<file path="src/verilog/dmaPkg.sv">
`default_nettype none

package dmaPkg;

  localparam int numChannels = 4;
  localparam int addrW = 32;
  localparam int countW = 14;
  localparam int scanW = 8;

  localparam logic [scanW-1:0] hblankLine = 8'd240;
  localparam logic [scanW-1:0] vblankLine = 8'd160;

  // bus size codes
  localparam logic [1:0] sizeHalf = 2'd1;
  localparam logic [1:0] sizeWord = 2'd2;

  // address control
  localparam logic [1:0] ctlInc = 2'd0;
  localparam logic [1:0] ctlDec = 2'd1;
  localparam logic [1:0] ctlFixed = 2'd2;
  localparam logic [1:0] ctlIncReload = 2'd3; // dst only, reload on repeat

  // start timing
  localparam logic [1:0] timeNow = 2'd0;
  localparam logic [1:0] timeVblank = 2'd1;
  localparam logic [1:0] timeHblank = 2'd2;
  localparam logic [1:0] timeSpecial = 2'd3; // never starts

  typedef struct packed {
    logic [addrW-1:0] srcAddr;
    logic [addrW-1:0] dstAddr;
    logic [countW-1:0] unitCount;
    logic enable;
    logic irqEn;
    logic [1:0] timing;
    logic repeatEn;
    logic wordSize; // 1 = 32-bit units
    logic [1:0] srcCtl;
    logic [1:0] dstCtl;
  } chanCfg_t;

  typedef struct packed {
    logic [addrW-1:0] addr;
    logic [addrW-1:0] wdata;
    logic [1:0] size;
    logic wen;
  } busReq_t;

  typedef struct packed {
    logic [addrW-1:0] addr;
    logic [addrW-1:0] data;
    logic wordSize;
    logic write;
    logic setWdata;
  } chanBus_t;

endpackage

`default_nettype wire

</file>
<file path="src/verilog/dmaTrigger.sv">
`timescale 1ns/1ps
`default_nettype none

module dmaTrigger import dmaPkg::*; (
  input  chanCfg_t         cfg,
  input  logic [scanW-1:0] hcount,
  input  logic [scanW-1:0] vcount,
  input  logic             cpuPreemptable,
  output logic             start
);

  logic timingHit;

  always_comb begin
    case (cfg.timing)
      timeNow: timingHit = 1'b1;
      timeHblank: timingHit = (hcount == hblankLine);
      timeVblank: timingHit = (vcount == vblankLine);
      default: timingHit = 1'b0; // special mode is not supported here
    endcase
  end

  // the cpu has to be at a point where it can give up the bus
  assign start = timingHit && cpuPreemptable;

endmodule

`default_nettype wire

</file>
<file path="src/verilog/dmaSequencer.sv">
`timescale 1ns/1ps
`default_nettype none

module dmaSequencer import dmaPkg::*; (
  input  logic     clk,
  input  logic     rst_b,
  input  chanCfg_t cfg,
  input  logic     start,
  input  logic     memWait,
  input  logic     preempted,
  input  logic     allowedToBegin,
  input  logic     xferDone,
  output logic     load,
  output logic     stepSrc,
  output logic     stepDst,
  output logic     storeRData,
  output logic     active,
  output logic     write,
  output logic     setWdata,
  output logic     midUnit,
  output logic     irq,
  output logic     dmaDisable
);

  typedef enum logic [2:0] {OFF, IDLE, QUEUED, READ, WRITE, PREEMPTED} seqState_t;

  seqState_t cs, ns;
  logic enablePrev;
  logic enableRise;
  logic beginOk;

  always_ff @(posedge clk, negedge rst_b) begin
    if (!rst_b) begin
      cs <= OFF;
      enablePrev <= 1'b0;
    end else begin
      cs <= ns;
      enablePrev <= cfg.enable;
    end
  end

  assign enableRise = cfg.enable && !enablePrev;
  assign beginOk = !preempted && !memWait && allowedToBegin;

  always_comb begin
    ns = cs;
    load = 1'b0;
    stepSrc = 1'b0;
    stepDst = 1'b0;
    storeRData = 1'b0;
    active = 1'b0;
    write = 1'b0;
    setWdata = 1'b0;
    midUnit = 1'b0;
    irq = 1'b0;
    dmaDisable = 1'b0;
    case (cs)
      OFF: begin
        if (enableRise) begin
          load = 1'b1;
          ns = IDLE;
        end
      end
      IDLE: begin
        if (!cfg.enable) begin
          ns = OFF;
        end else if (start) begin
          if (beginOk) begin
            ns = READ;
            active = 1'b1; // claim the bus in the decision cycle
          end else begin
            ns = QUEUED; // remember the start, hblank only lasts a cycle
          end
        end
      end
      QUEUED, PREEMPTED: begin
        if (!cfg.enable) begin
          ns = OFF;
        end else if (beginOk) begin
          ns = READ;
          active = 1'b1;
        end
      end
      READ: begin
        active = 1'b1;
        if (!memWait) begin
          if (!cfg.enable) begin
            ns = OFF;
          end else begin
            ns = WRITE;
            midUnit = 1'b1;
            stepSrc = 1'b1;
            storeRData = 1'b1;
          end
        end
      end
      WRITE: begin
        active = 1'b1;
        write = 1'b1;
        setWdata = 1'b1;
        if (!memWait) begin
          if (!cfg.enable) begin
            ns = OFF;
          end else if (xferDone) begin
            irq = cfg.irqEn;
            if (cfg.repeatEn) begin
              // restart the run: counter clears, dst steps or reloads
              ns = IDLE;
              load = 1'b1;
              stepDst = 1'b1;
            end else begin
              ns = OFF;
              dmaDisable = 1'b1;
            end
          end else begin
            stepDst = 1'b1;
            ns = preempted ? PREEMPTED : READ; // unit boundary
          end
        end
      end
      default: ns = OFF;
    endcase
  end

endmodule

`default_nettype wire

</file>
<file path="src/verilog/dmaAddrGen.sv">
`timescale 1ns/1ps
`default_nettype none

module dmaAddrGen import dmaPkg::*; (
  input  logic             clk,
  input  logic             rst_b,
  input  chanCfg_t         cfg,
  input  logic             load,
  input  logic             stepSrc,
  input  logic             stepDst,
  input  logic             storeRData,
  input  logic             write,
  input  logic [addrW-1:0] rdata,
  output logic             xferDone,
  output chanBus_t         chanBus
);

  logic [addrW-1:0] srcAddr, dstAddr;
  logic [addrW-1:0] srcNext, dstNext;
  logic [addrW-1:0] stepAmt;
  logic [addrW-1:0] dataLatch;
  logic [countW-1:0] unitsDone;
  logic fullLoad;

  function automatic logic [addrW-1:0] stepAddr(input logic [addrW-1:0] a,
                                                input logic [1:0] ctl,
                                                input logic [addrW-1:0] amt);
    case (ctl)
      ctlDec: stepAddr = a - amt;
      ctlFixed: stepAddr = a;
      default: stepAddr = a + amt; // inc and inc-reload
    endcase
  endfunction

  assign stepAmt = cfg.wordSize ? addrW'(4) : addrW'(2);
  assign srcNext = stepAddr(srcAddr, cfg.srcCtl, stepAmt);
  assign dstNext = stepAddr(dstAddr, cfg.dstCtl, stepAmt);

  // load together with stepDst is the restart of a repeat run
  assign fullLoad = load && !stepDst;

  always_ff @(posedge clk) begin
    if (fullLoad)
      srcAddr <= cfg.srcAddr;
    else if (stepSrc)
      srcAddr <= srcNext;

    if (fullLoad || (load && cfg.dstCtl == ctlIncReload))
      dstAddr <= cfg.dstAddr;
    else if (stepDst)
      dstAddr <= dstNext;

    if (storeRData)
      dataLatch <= rdata;
  end

  always_ff @(posedge clk, negedge rst_b) begin
    if (!rst_b)
      unitsDone <= '0;
    else if (load)
      unitsDone <= '0;
    else if (stepSrc)
      unitsDone <= unitsDone + 1'b1;
  end

  assign xferDone = (unitsDone == cfg.unitCount);

  assign chanBus.addr = write ? dstAddr : srcAddr;
  assign chanBus.data = dataLatch;
  assign chanBus.wordSize = cfg.wordSize;
  assign chanBus.write = write;
  assign chanBus.setWdata = write; // channel overrides with the sequencer's flag

endmodule

`default_nettype wire

</file>
<file path="src/verilog/dmaChannel.sv">
`timescale 1ns/1ps
`default_nettype none

module dmaChannel import dmaPkg::*; (
  input  logic             clk,
  input  logic             rst_b,
  input  chanCfg_t         cfg,
  input  logic [scanW-1:0] hcount,
  input  logic [scanW-1:0] vcount,
  input  logic             cpuPreemptable,
  input  logic             memWait,
  input  logic             preempted,
  input  logic             allowedToBegin,
  input  logic [addrW-1:0] rdata,
  output chanBus_t         chanBus,
  output logic             active,
  output logic             midUnit,
  output logic             irq,
  output logic             dmaDisable
);

  logic start;
  logic xferDone;
  logic load, stepSrc, stepDst, storeRData;
  logic write, setWdata;
  chanBus_t genBus;

  dmaTrigger u_trigger (
    .cfg, .hcount, .vcount, .cpuPreemptable, .start
  );

  dmaSequencer u_seq (
    .clk, .rst_b, .cfg, .start, .memWait, .preempted, .allowedToBegin, .xferDone,
    .load, .stepSrc, .stepDst, .storeRData, .active, .write, .setWdata,
    .midUnit, .irq, .dmaDisable
  );

  dmaAddrGen u_addr (
    .clk, .rst_b, .cfg, .load, .stepSrc, .stepDst, .storeRData, .write, .rdata,
    .xferDone, .chanBus(genBus)
  );

  always_comb begin
    chanBus = genBus;
    chanBus.setWdata = setWdata; // data lane only valid in the write state
  end

endmodule

`default_nettype wire

</file>
<file path="src/verilog/dmaBusMux.sv">
`timescale 1ns/1ps
`default_nettype none

module dmaBusMux import dmaPkg::*; (
  input  chanBus_t               chanBus [numChannels],
  input  logic [numChannels-1:0] active,
  input  logic [numChannels-1:0] midUnit,
  output logic [numChannels-1:0] preempted,
  output logic                   allowedToBegin,
  output busReq_t                bus,
  output logic                   busActive
);

  chanBus_t sel;
  logic [addrW-1:0] laneData;

  // fixed priority, channel 0 highest
  always_comb begin
    preempted[0] = 1'b0;
    for (int i = 1; i < numChannels; i++) begin
      preempted[i] = preempted[i-1] | active[i-1];
    end
  end

  assign allowedToBegin = ~|midUnit;
  assign busActive = |active;

  always_comb begin
    sel = '0;
    for (int i = numChannels - 1; i >= 0; i--) begin
      if (active[i])
        sel = chanBus[i];
    end
    // a unit in its write cycle finishes before a new owner takes over
    for (int i = numChannels - 1; i >= 0; i--) begin
      if (active[i] && chanBus[i].write)
        sel = chanBus[i];
    end
  end

  always_comb begin
    laneData = sel.data;
    if (!sel.wordSize && sel.addr[1])
      laneData[31:16] = sel.data[15:0]; // upper halfword lane
  end

  always_comb begin
    bus = '0;
    if (busActive) begin
      bus.addr = sel.addr;
      bus.size = sel.wordSize ? sizeWord : sizeHalf;
      bus.wen = sel.write;
      bus.wdata = sel.setWdata ? laneData : '0;
    end
  end

endmodule

`default_nettype wire

</file>
<file path="src/verilog/dmaTop.sv">
`timescale 1ns/1ps
`default_nettype none

module dmaTop import dmaPkg::*; (
  input  logic                   clk,
  input  logic                   rst_b,
  input  chanCfg_t               cfg [numChannels],
  input  logic [scanW-1:0]       hcount,
  input  logic [scanW-1:0]       vcount,
  input  logic                   cpuPreemptable,
  input  logic                   memWait,
  input  logic [addrW-1:0]       rdata,
  output busReq_t                bus,
  output logic                   busActive,
  output logic [numChannels-1:0] dmaDisable,
  output logic [numChannels-1:0] irq
);

  chanBus_t chanBus [numChannels];
  logic [numChannels-1:0] active;
  logic [numChannels-1:0] midUnit;
  logic [numChannels-1:0] preempted;
  logic allowedToBegin;

  for (genvar i = 0; i < numChannels; i++) begin : g_chan
    dmaChannel u_chan (
      .clk, .rst_b,
      .cfg(cfg[i]),
      .hcount, .vcount, .cpuPreemptable, .memWait,
      .preempted(preempted[i]),
      .allowedToBegin,
      .rdata,
      .chanBus(chanBus[i]),
      .active(active[i]),
      .midUnit(midUnit[i]),
      .irq(irq[i]),
      .dmaDisable(dmaDisable[i])
    );
  end

  dmaBusMux u_mux (
    .chanBus, .active, .midUnit, .preempted, .allowedToBegin, .bus, .busActive
  );

endmodule

`default_nettype wire

</file>
<file path="config.mk">
export PLATFORM = sky130hd
export DESIGN_NAME = dmaTop
export DESIGN_NICKNAME = d
export VERILOG_FILES = /design/src/verilog/dmaPkg.sv /design/src/verilog/dmaTrigger.sv /design/src/verilog/dmaSequencer.sv /design/src/verilog/dmaAddrGen.sv /design/src/verilog/dmaChannel.sv /design/src/verilog/dmaBusMux.sv /design/src/verilog/dmaTop.sv
export SDC_FILE = /design/constraint.sdc
export NUM_CORES = 2
export LEC_CHECK = 0
export BUFFER_PORTS_ARGS = -buffer_cell sky130_fd_sc_hd__buf_2
export CAP_MARGIN = 40
export CORE_AREA = 2 2 284 286
export CTS_BUF_LIST = sky130_fd_sc_hd__clkbuf_4 sky130_fd_sc_hd__clkbuf_8
export CTS_CLUSTER_DIAMETER = 50
export DETAILED_ROUTE_END_ITERATION = 10
export DIE_AREA = 0 0 286 288
export GPL_TIMING_DRIVEN = 0
export PLACE_DENSITY = 0.66
export RECOVER_POWER = 25
export SETUP_SLACK_MARGIN = 0.4
export SLEW_MARGIN = 30
export SYNTH_ARGS = -nofsm -noshare
export SYNTH_HDL_FRONTEND = slang
export SYNTH_SLANG_ARGS = --single-unit
</file>
<file path="constraint.sdc">
create_clock -name clk -period 7.3 [get_ports clk]
set_input_delay 1.46 -clock clk [delete_from_list [all_inputs] [get_ports clk]]
set_output_delay 1.46 -clock clk [all_outputs]
set_load 0.02 [all_outputs]
</file>
After elaboration in Yosys (flattened, before gate mapping) --
Index checks and enable logic that the tools add are counted. W data, S select, Z words.
Storage, ports and cells: word-level logic and storage cells 439, output and inout port bits 76, input port bits 404, register bits after elaboration 456
Cells by class: multiplexer cells 223, equal/unequal tests 82, add/subtract/negate cells 20, bitwise gates (word level) 2, reduce and logical (&&, ||, !) cells 88
Operator list (number):
- $mux W32 | 21
- $mux W67 | 9
- $pmux W32 S2 | 8
- $add A32 B32 Y32 | 8
- $sub A32 B32 Y32 | 8
- $mux W3 | 47
- $mux W1 | 112
- $mux W14 | 8
- $pmux W3 S5 | 4
- $add A14 B1 Y14 const B | 4
- $eq A14 B14 Y1 | 4
- $ne A2 B2 Y1 const B | 20
- $eq A2 B2 Y1 const B | 16
- $logic_and A1 B1 Y1 | 28
- $eq A2 B1 Y1 const B | 12
- $eq A3 B2 Y1 const B | 8
- $eq A3 B3 Y1 const B | 8
- $pmux W1 S3 | 8
- $reduce_bool A2 Y1 | 12
- $reduce_and A5 Y1 | 4
- $eq A8 B8 Y1 const B | 2
- $mux W16 | 1
- $reduce_and A2 Y1 | 8
- $reduce_or A2 Y1 | 8
- 11 further kinds | 47

Depth between registers and ports, before layout --
depth in word-level cells 46, mapped depth 15, depth with buffers taken out 14

Modules after synthesis --
From an unflattened synthesis, not the netlist that was laid out.
Second synthesis, totals: cell total of the unflattened synthesis 5124, area, all modules 41711.3 um^2
By module, submodules not included:
- dmaAddrGen (g_chan[0].u_chan.u_addr ...) | instances 3, area an instance 8994.9 um^2, cells each 1056, sequential area each 3233.1 um^2
- dmaAddrGen (g_chan[3].u_chan.u_addr) | instances 1, area an instance 8637.0 um^2, cells each 998, sequential area each 3233.1 um^2
- dmaBusMux | instances 1, area an instance 4157.7 um^2, cells each 698, sequential area each 0.0 um^2
- dmaSequencer | instances 4, area an instance 404.1 um^2, cells each 56, sequential area each 100.1 um^2
- dmaTrigger | instances 4, area an instance 71.3 um^2, cells each 8, sequential area each 0.0 um^2
- dmaChannel | instances 4, area an instance 7.5 um^2, cells each 1, sequential area each 0.0 um^2

Least setup slack after synthesis --
OpenSTA, ideal clock, no wires.
kind input port to flip-flop, from input port memWait, to register g_chan[0].u_chan.u_addr.srcAddr[10], enable pin, required time 6.911 ns, arrival time 5.476 ns, path slack 1.435 ns, setup time 0.389 ns, path buffers 1, stages on the path 4, path through clkbuf_1 -> nor3_1 -> o21ai_0 -> nand2_1
Between the ends: elaborated cells between the ends (all ways) 11, those cells by class 1 x eq/ne; 6 x mux; 4 x reduce/logical
RTL lines:
- start, declared | line dmaTop.sv:11 | input logic memWait,
- $mux W1 (2 in series)
- via g_chan[0].u_chan.midUnit | line dmaChannel.sv:17 | output logic midUnit,
- $reduce_bool A2 Y1 (no line)
- $reduce_and A2 Y1 (no line)
- end signal, assigned | line dmaAddrGen.sv:44 | srcAddr <= cfg.srcAddr;
- end signal, assigned | line dmaAddrGen.sv:46 | srcAddr <= srcNext;
- end, declared | line dmaAddrGen.sv:18 | logic [addrW-1:0] srcAddr, dstAddr;
The timed path passes the listed nets, and every way through them passes these cells. A chain may end at the register's enable or synchronous reset.

==> results by group <==
Synthesis
  – Syn_nets: 4697
  – Cell Area, Synth: ~0.035 mm²
  – Largest family of logic cells by synthesized area: compound AO/OA/AOI/OAI gates
  – Cell taking the most area after synthesis: edfxtp_1
  – Post-synth EDFFs: between 300 and 400
  – Post-synth cell types: 86
  – Simple-gate area share of the yosys netlist: between 10% and 20%
  – Xor/xnor share of the synthesized area: between 8 and 9%
  – Post-Synth Adder-Cell Area: slightly below 9%
  – Post-synthesis mux area share: 0.4279%
  – Syn Inst Count: slightly above 4000
  – Yosys reg bits: roughly 460
  – Ys async rst share: approximately 16%
  – Leading post-synthesis cells by cell area: edfxtp_1, ha_1, nand2_1
  – Compound-Gate Fraction of Synth Area: 24.18%
  – Sequential area share after synthesis: a little under two fifths
  – Yosys top cell area share: 32.59%
  – Ys Warns: 0
  – Post-synth top flop: edfxtp_1
  – Mean Syn Cell Area: between 8 and 9 µm²

Floorplan
  – Initial Utilization: about 44%
  – Die area: roughly 0.082 mm²
  – I/O pin count: 480
  – Std-Cell Rows: around 100
  – CORE AREA: 0.07964 mm²
  – Die Width: 286 µm
  – Die height: 288 µm

Cells and area
  – Multi-input logic area: 0.02124 mm²
  – Layout Nets: 5310
  – Layout cell share with drive strength beyond 1: around 17%
  – Layout area overhead: 18.71%
  – Post-layout util: 52.74%
  – FILL cells: between 7000 and 8000
  – Register area: around 0.013 mm²

Worst setup path
  – Setup crit start: cfg[97]
  – Kind of critical path: primary input to output port
  – Startpoint types: primary input
  – Worst Reg-to-Reg Cells: 10
  – Critical Path RT: around 5.8 ns
  – Worst R2R Start: g_chan[0].u_chan.u_seq.cs[0]
  – CP Data Arrival Time: 5.60 ns
  – Worst Path Max Fanout: 10
  – CP Capture Type: output port

Place
  – Gp weighted congestion: about 0.99
  – Dpl hpwl: about 110000 µm
  – IO Port Bufs: about 480
  – Place WS: -0.1781 ns

Route
  – TritonRoute pass-1 iters: 6
  – Via/cell ratio: between 6 and 7
  – Routed len/inst: approximately 24 µm
  – Final Routed Wirelength: ~140000 µm
  – DRC: 0
  – Initial detailed-routing violation count: roughly 3800
  – Vias: between 30000 and 40000
  – Antenna Nets Post-Route: 0

STA
  – Final setup viols: 0
  – Clock skew: a little over 0.04 ns
  – Worst slew margin: -73.00%
  – Final worst setup slack: ~0.24 ns
  – Final worst path period share: a little over nine tenths
  – Final hold violation count: 0
  – Maximum clock rate: about 140 MHz
  – Total negative slack: 0 ns
  – Min Tclk post-route: approximately 7 ns
  – Worst-Margin Slew: about 2.6 ns
  – Final hold slack: ~0.57 ns
  – RSZ-0062 raised after global routing: true
  – Final Max Tran Viols: 75

Clocking
  – Clock transition at path regs: 0.06 ns
  – Clock buffer depth: 3
  – Clock sinks: 456
  – Root Buffer: clkbuf_8
  – CTS tree: yes
  – Worst-Skew Late Latency: approximately 0.75 ns
  – CTS H-tree lvls: 3
  – Cts bufs inserted: 95
  – Post-CTS repair timing setup buffer count: 0

Power and ir drop
  – Maximum VDD drop: ~0.15 mV
  – P_leak: roughly 18 nW
  – Pwr/cell area: ~340 mW/mm²

GRT
  – First-pass GRT wire length: about 200000 µm
  – Largest net degree at the start of global routing: 46
  – Number of global-route vias before repair: approximately 33000
  – Initial antenna violation count: 21
  – Gr ovfl total: 0
  – Gr usage total: about a third

Flow run
  – MaxCap Viol Count: 2

Hold path
  – Hold path start: g_chan[0].u_chan.u_addr.unitsDone[13]
  – HP Class: flop to flop
  – Hold depth: 2

Outcome
  – Outcome: complete, but fails checks
  – Failing checks: max-capacitance violations, max-slew violations
==> routing by layer <==
metal	share of wire, %	track usage (%)	vias up
met4	5.9	17.42	18
li1	-	-	16320
met3	10	6.513	346
met2	44	51.20	1842
met1	39	41.71	16650
met5	0.083	0	-
==> area by class of cell <==
| cell class | count | area share [%] |
|---|---|---|
| antenna | 13 | 0.07745 |
| buffer | 195 | 1.966 |
| timing repair buffer | 516 | 6.792 |
| sequential | 456 | 31.74 |
| clock buffer | 114 | 3.542 |
| tap | 1060 | 3.158 |
| multi-input combinational | 3302 | 50.57 |
| inverter | 88 | 0.7894 |
| clock inverter | 58 | 1.361 |
==> cell families (layout without fill, tap and decap cells) <==
group	Yosys count	count (layout)
adders and majority gates	252	252
other	0	13
and+or+nand+nor	1395	1395
DFF	456	456
AOI/OAI and AO/OA	1316	1316
buffers and inverters	283	971
xor gates and xnor gates	325	325
muxes	14	14
==> cell usage in the layout, fill, tap and decap left out, types with 16 or more instances in the layout <==
cell	n
xnor2_1	123
clkbuf_8	101
a31oi_1	16
buf_4	21
inv_1	85
clkinv_2	20
xor2_1	202
clkinv_1	18
nand4_1	47
edfxtp_1	384
buf_1	23
o21a_1	53
o31ai_2	20
dfrtp_1	72
buf_2	457
clkbuf_1	177
nor2b_1	23
o211ai_1	21
nand2_1	619
a21o_1	103
nor2_1	323
a311oi_1	21
a221o_1	16
or3_1	23
nand3_1	96
and3_1	18
nor3_1	84
and2_1	30
ha_1	252
o311a_1	16
nand2b_1	49
o21bai_1	20
o22ai_1	54
or2_2	20
o21ai_0	354
a211oi_1	28
nor4_1	17
a221oi_1	64
a21oi_1	313
o31ai_1	39
==> synthesized netlist by cell type, types with 53 or more instances <==
cell type,number
nand2_1,622
edfxtp_1,384
o21ai_0,359
nor2_1,325
a21oi_1,314
ha_1,252
xor2_1,202
clkbuf_1,140
xnor2_1,123
a21o_1,105
nand3_1,96
inv_1,87
nor3_1,85
dfrtp_1,72
a221oi_1,64
o31ai_1,62
o22ai_1,54
o21a_1,53
==> timing repair <==
item | in CTS | in global routing
setup endpoints to repair | 32 | 37
resized for setup | 32 | 26
pin swaps | 1 | 2
gates cloned | 0 | 0
hold buffers | 0 | 0
==> report_power, final <==
part	internal, mW	switching, mW
Clock	1.72	1.33
Sequential	3.40	0.293
Combinational	2.70	4.96
Total	7.82	6.58
==> stage by stage <==
step	cell area, µm²	std cells	power [mW]
global route	41990	5798	15.09
finish	42000	5802	14.40
floorplan	35380	4041	8.359
detailed placement	39750	5616	11.00
global placement	39100	5579	10.86
CTS	41940	5788	14.15
==> critical path, cell delays in order <==
cell and delay (ns):
clkbuf_1 0.17, nand2_1 0.11, or3_1 0.11, clkbuf_1 0.40, nand3_2 0.24, a311o_1 0.39, o31ai_4 0.45, buf_2 0.37
clkbuf_4 0.32, a221oi_1 0.19, a311oi_1 0.49, nor3_1 0.11, o31ai_2 0.50, buf_2 0.26
==> sequential cells by signal, summed over array words and instances (netlist names) <==
signal,flops
g_chan.u_chan.u_seq.cs,12
g_chan.u_chan.u_addr.dstAddr,128
g_chan.u_chan.u_seq.enablePrev,4
g_chan.u_chan.u_addr.dataLatch,128
g_chan.u_chan.u_addr.unitsDone,56
g_chan.u_chan.u_addr.srcAddr,128
==> path summary, 6_finish.rpt <==
path,endpoint,slack [ns]
worst max-delay path,bus[38],0.24
worst min-delay path,g_chan[0].u_chan.u_addr.unitsDone[13],0.57
worst max register to register,g_chan[0].u_chan.u_addr.dstAddr[23],2.31
worst min register to register,g_chan[0].u_chan.u_addr.unitsDone[13],0.57
max in group asynchronous,g_chan[2].u_chan.u_addr.unitsDone[1],3.06
min in group asynchronous,g_chan[2].u_chan.u_addr.unitsDone[10],1.11
No activity file was read; power rests on OpenSTA's default activity.
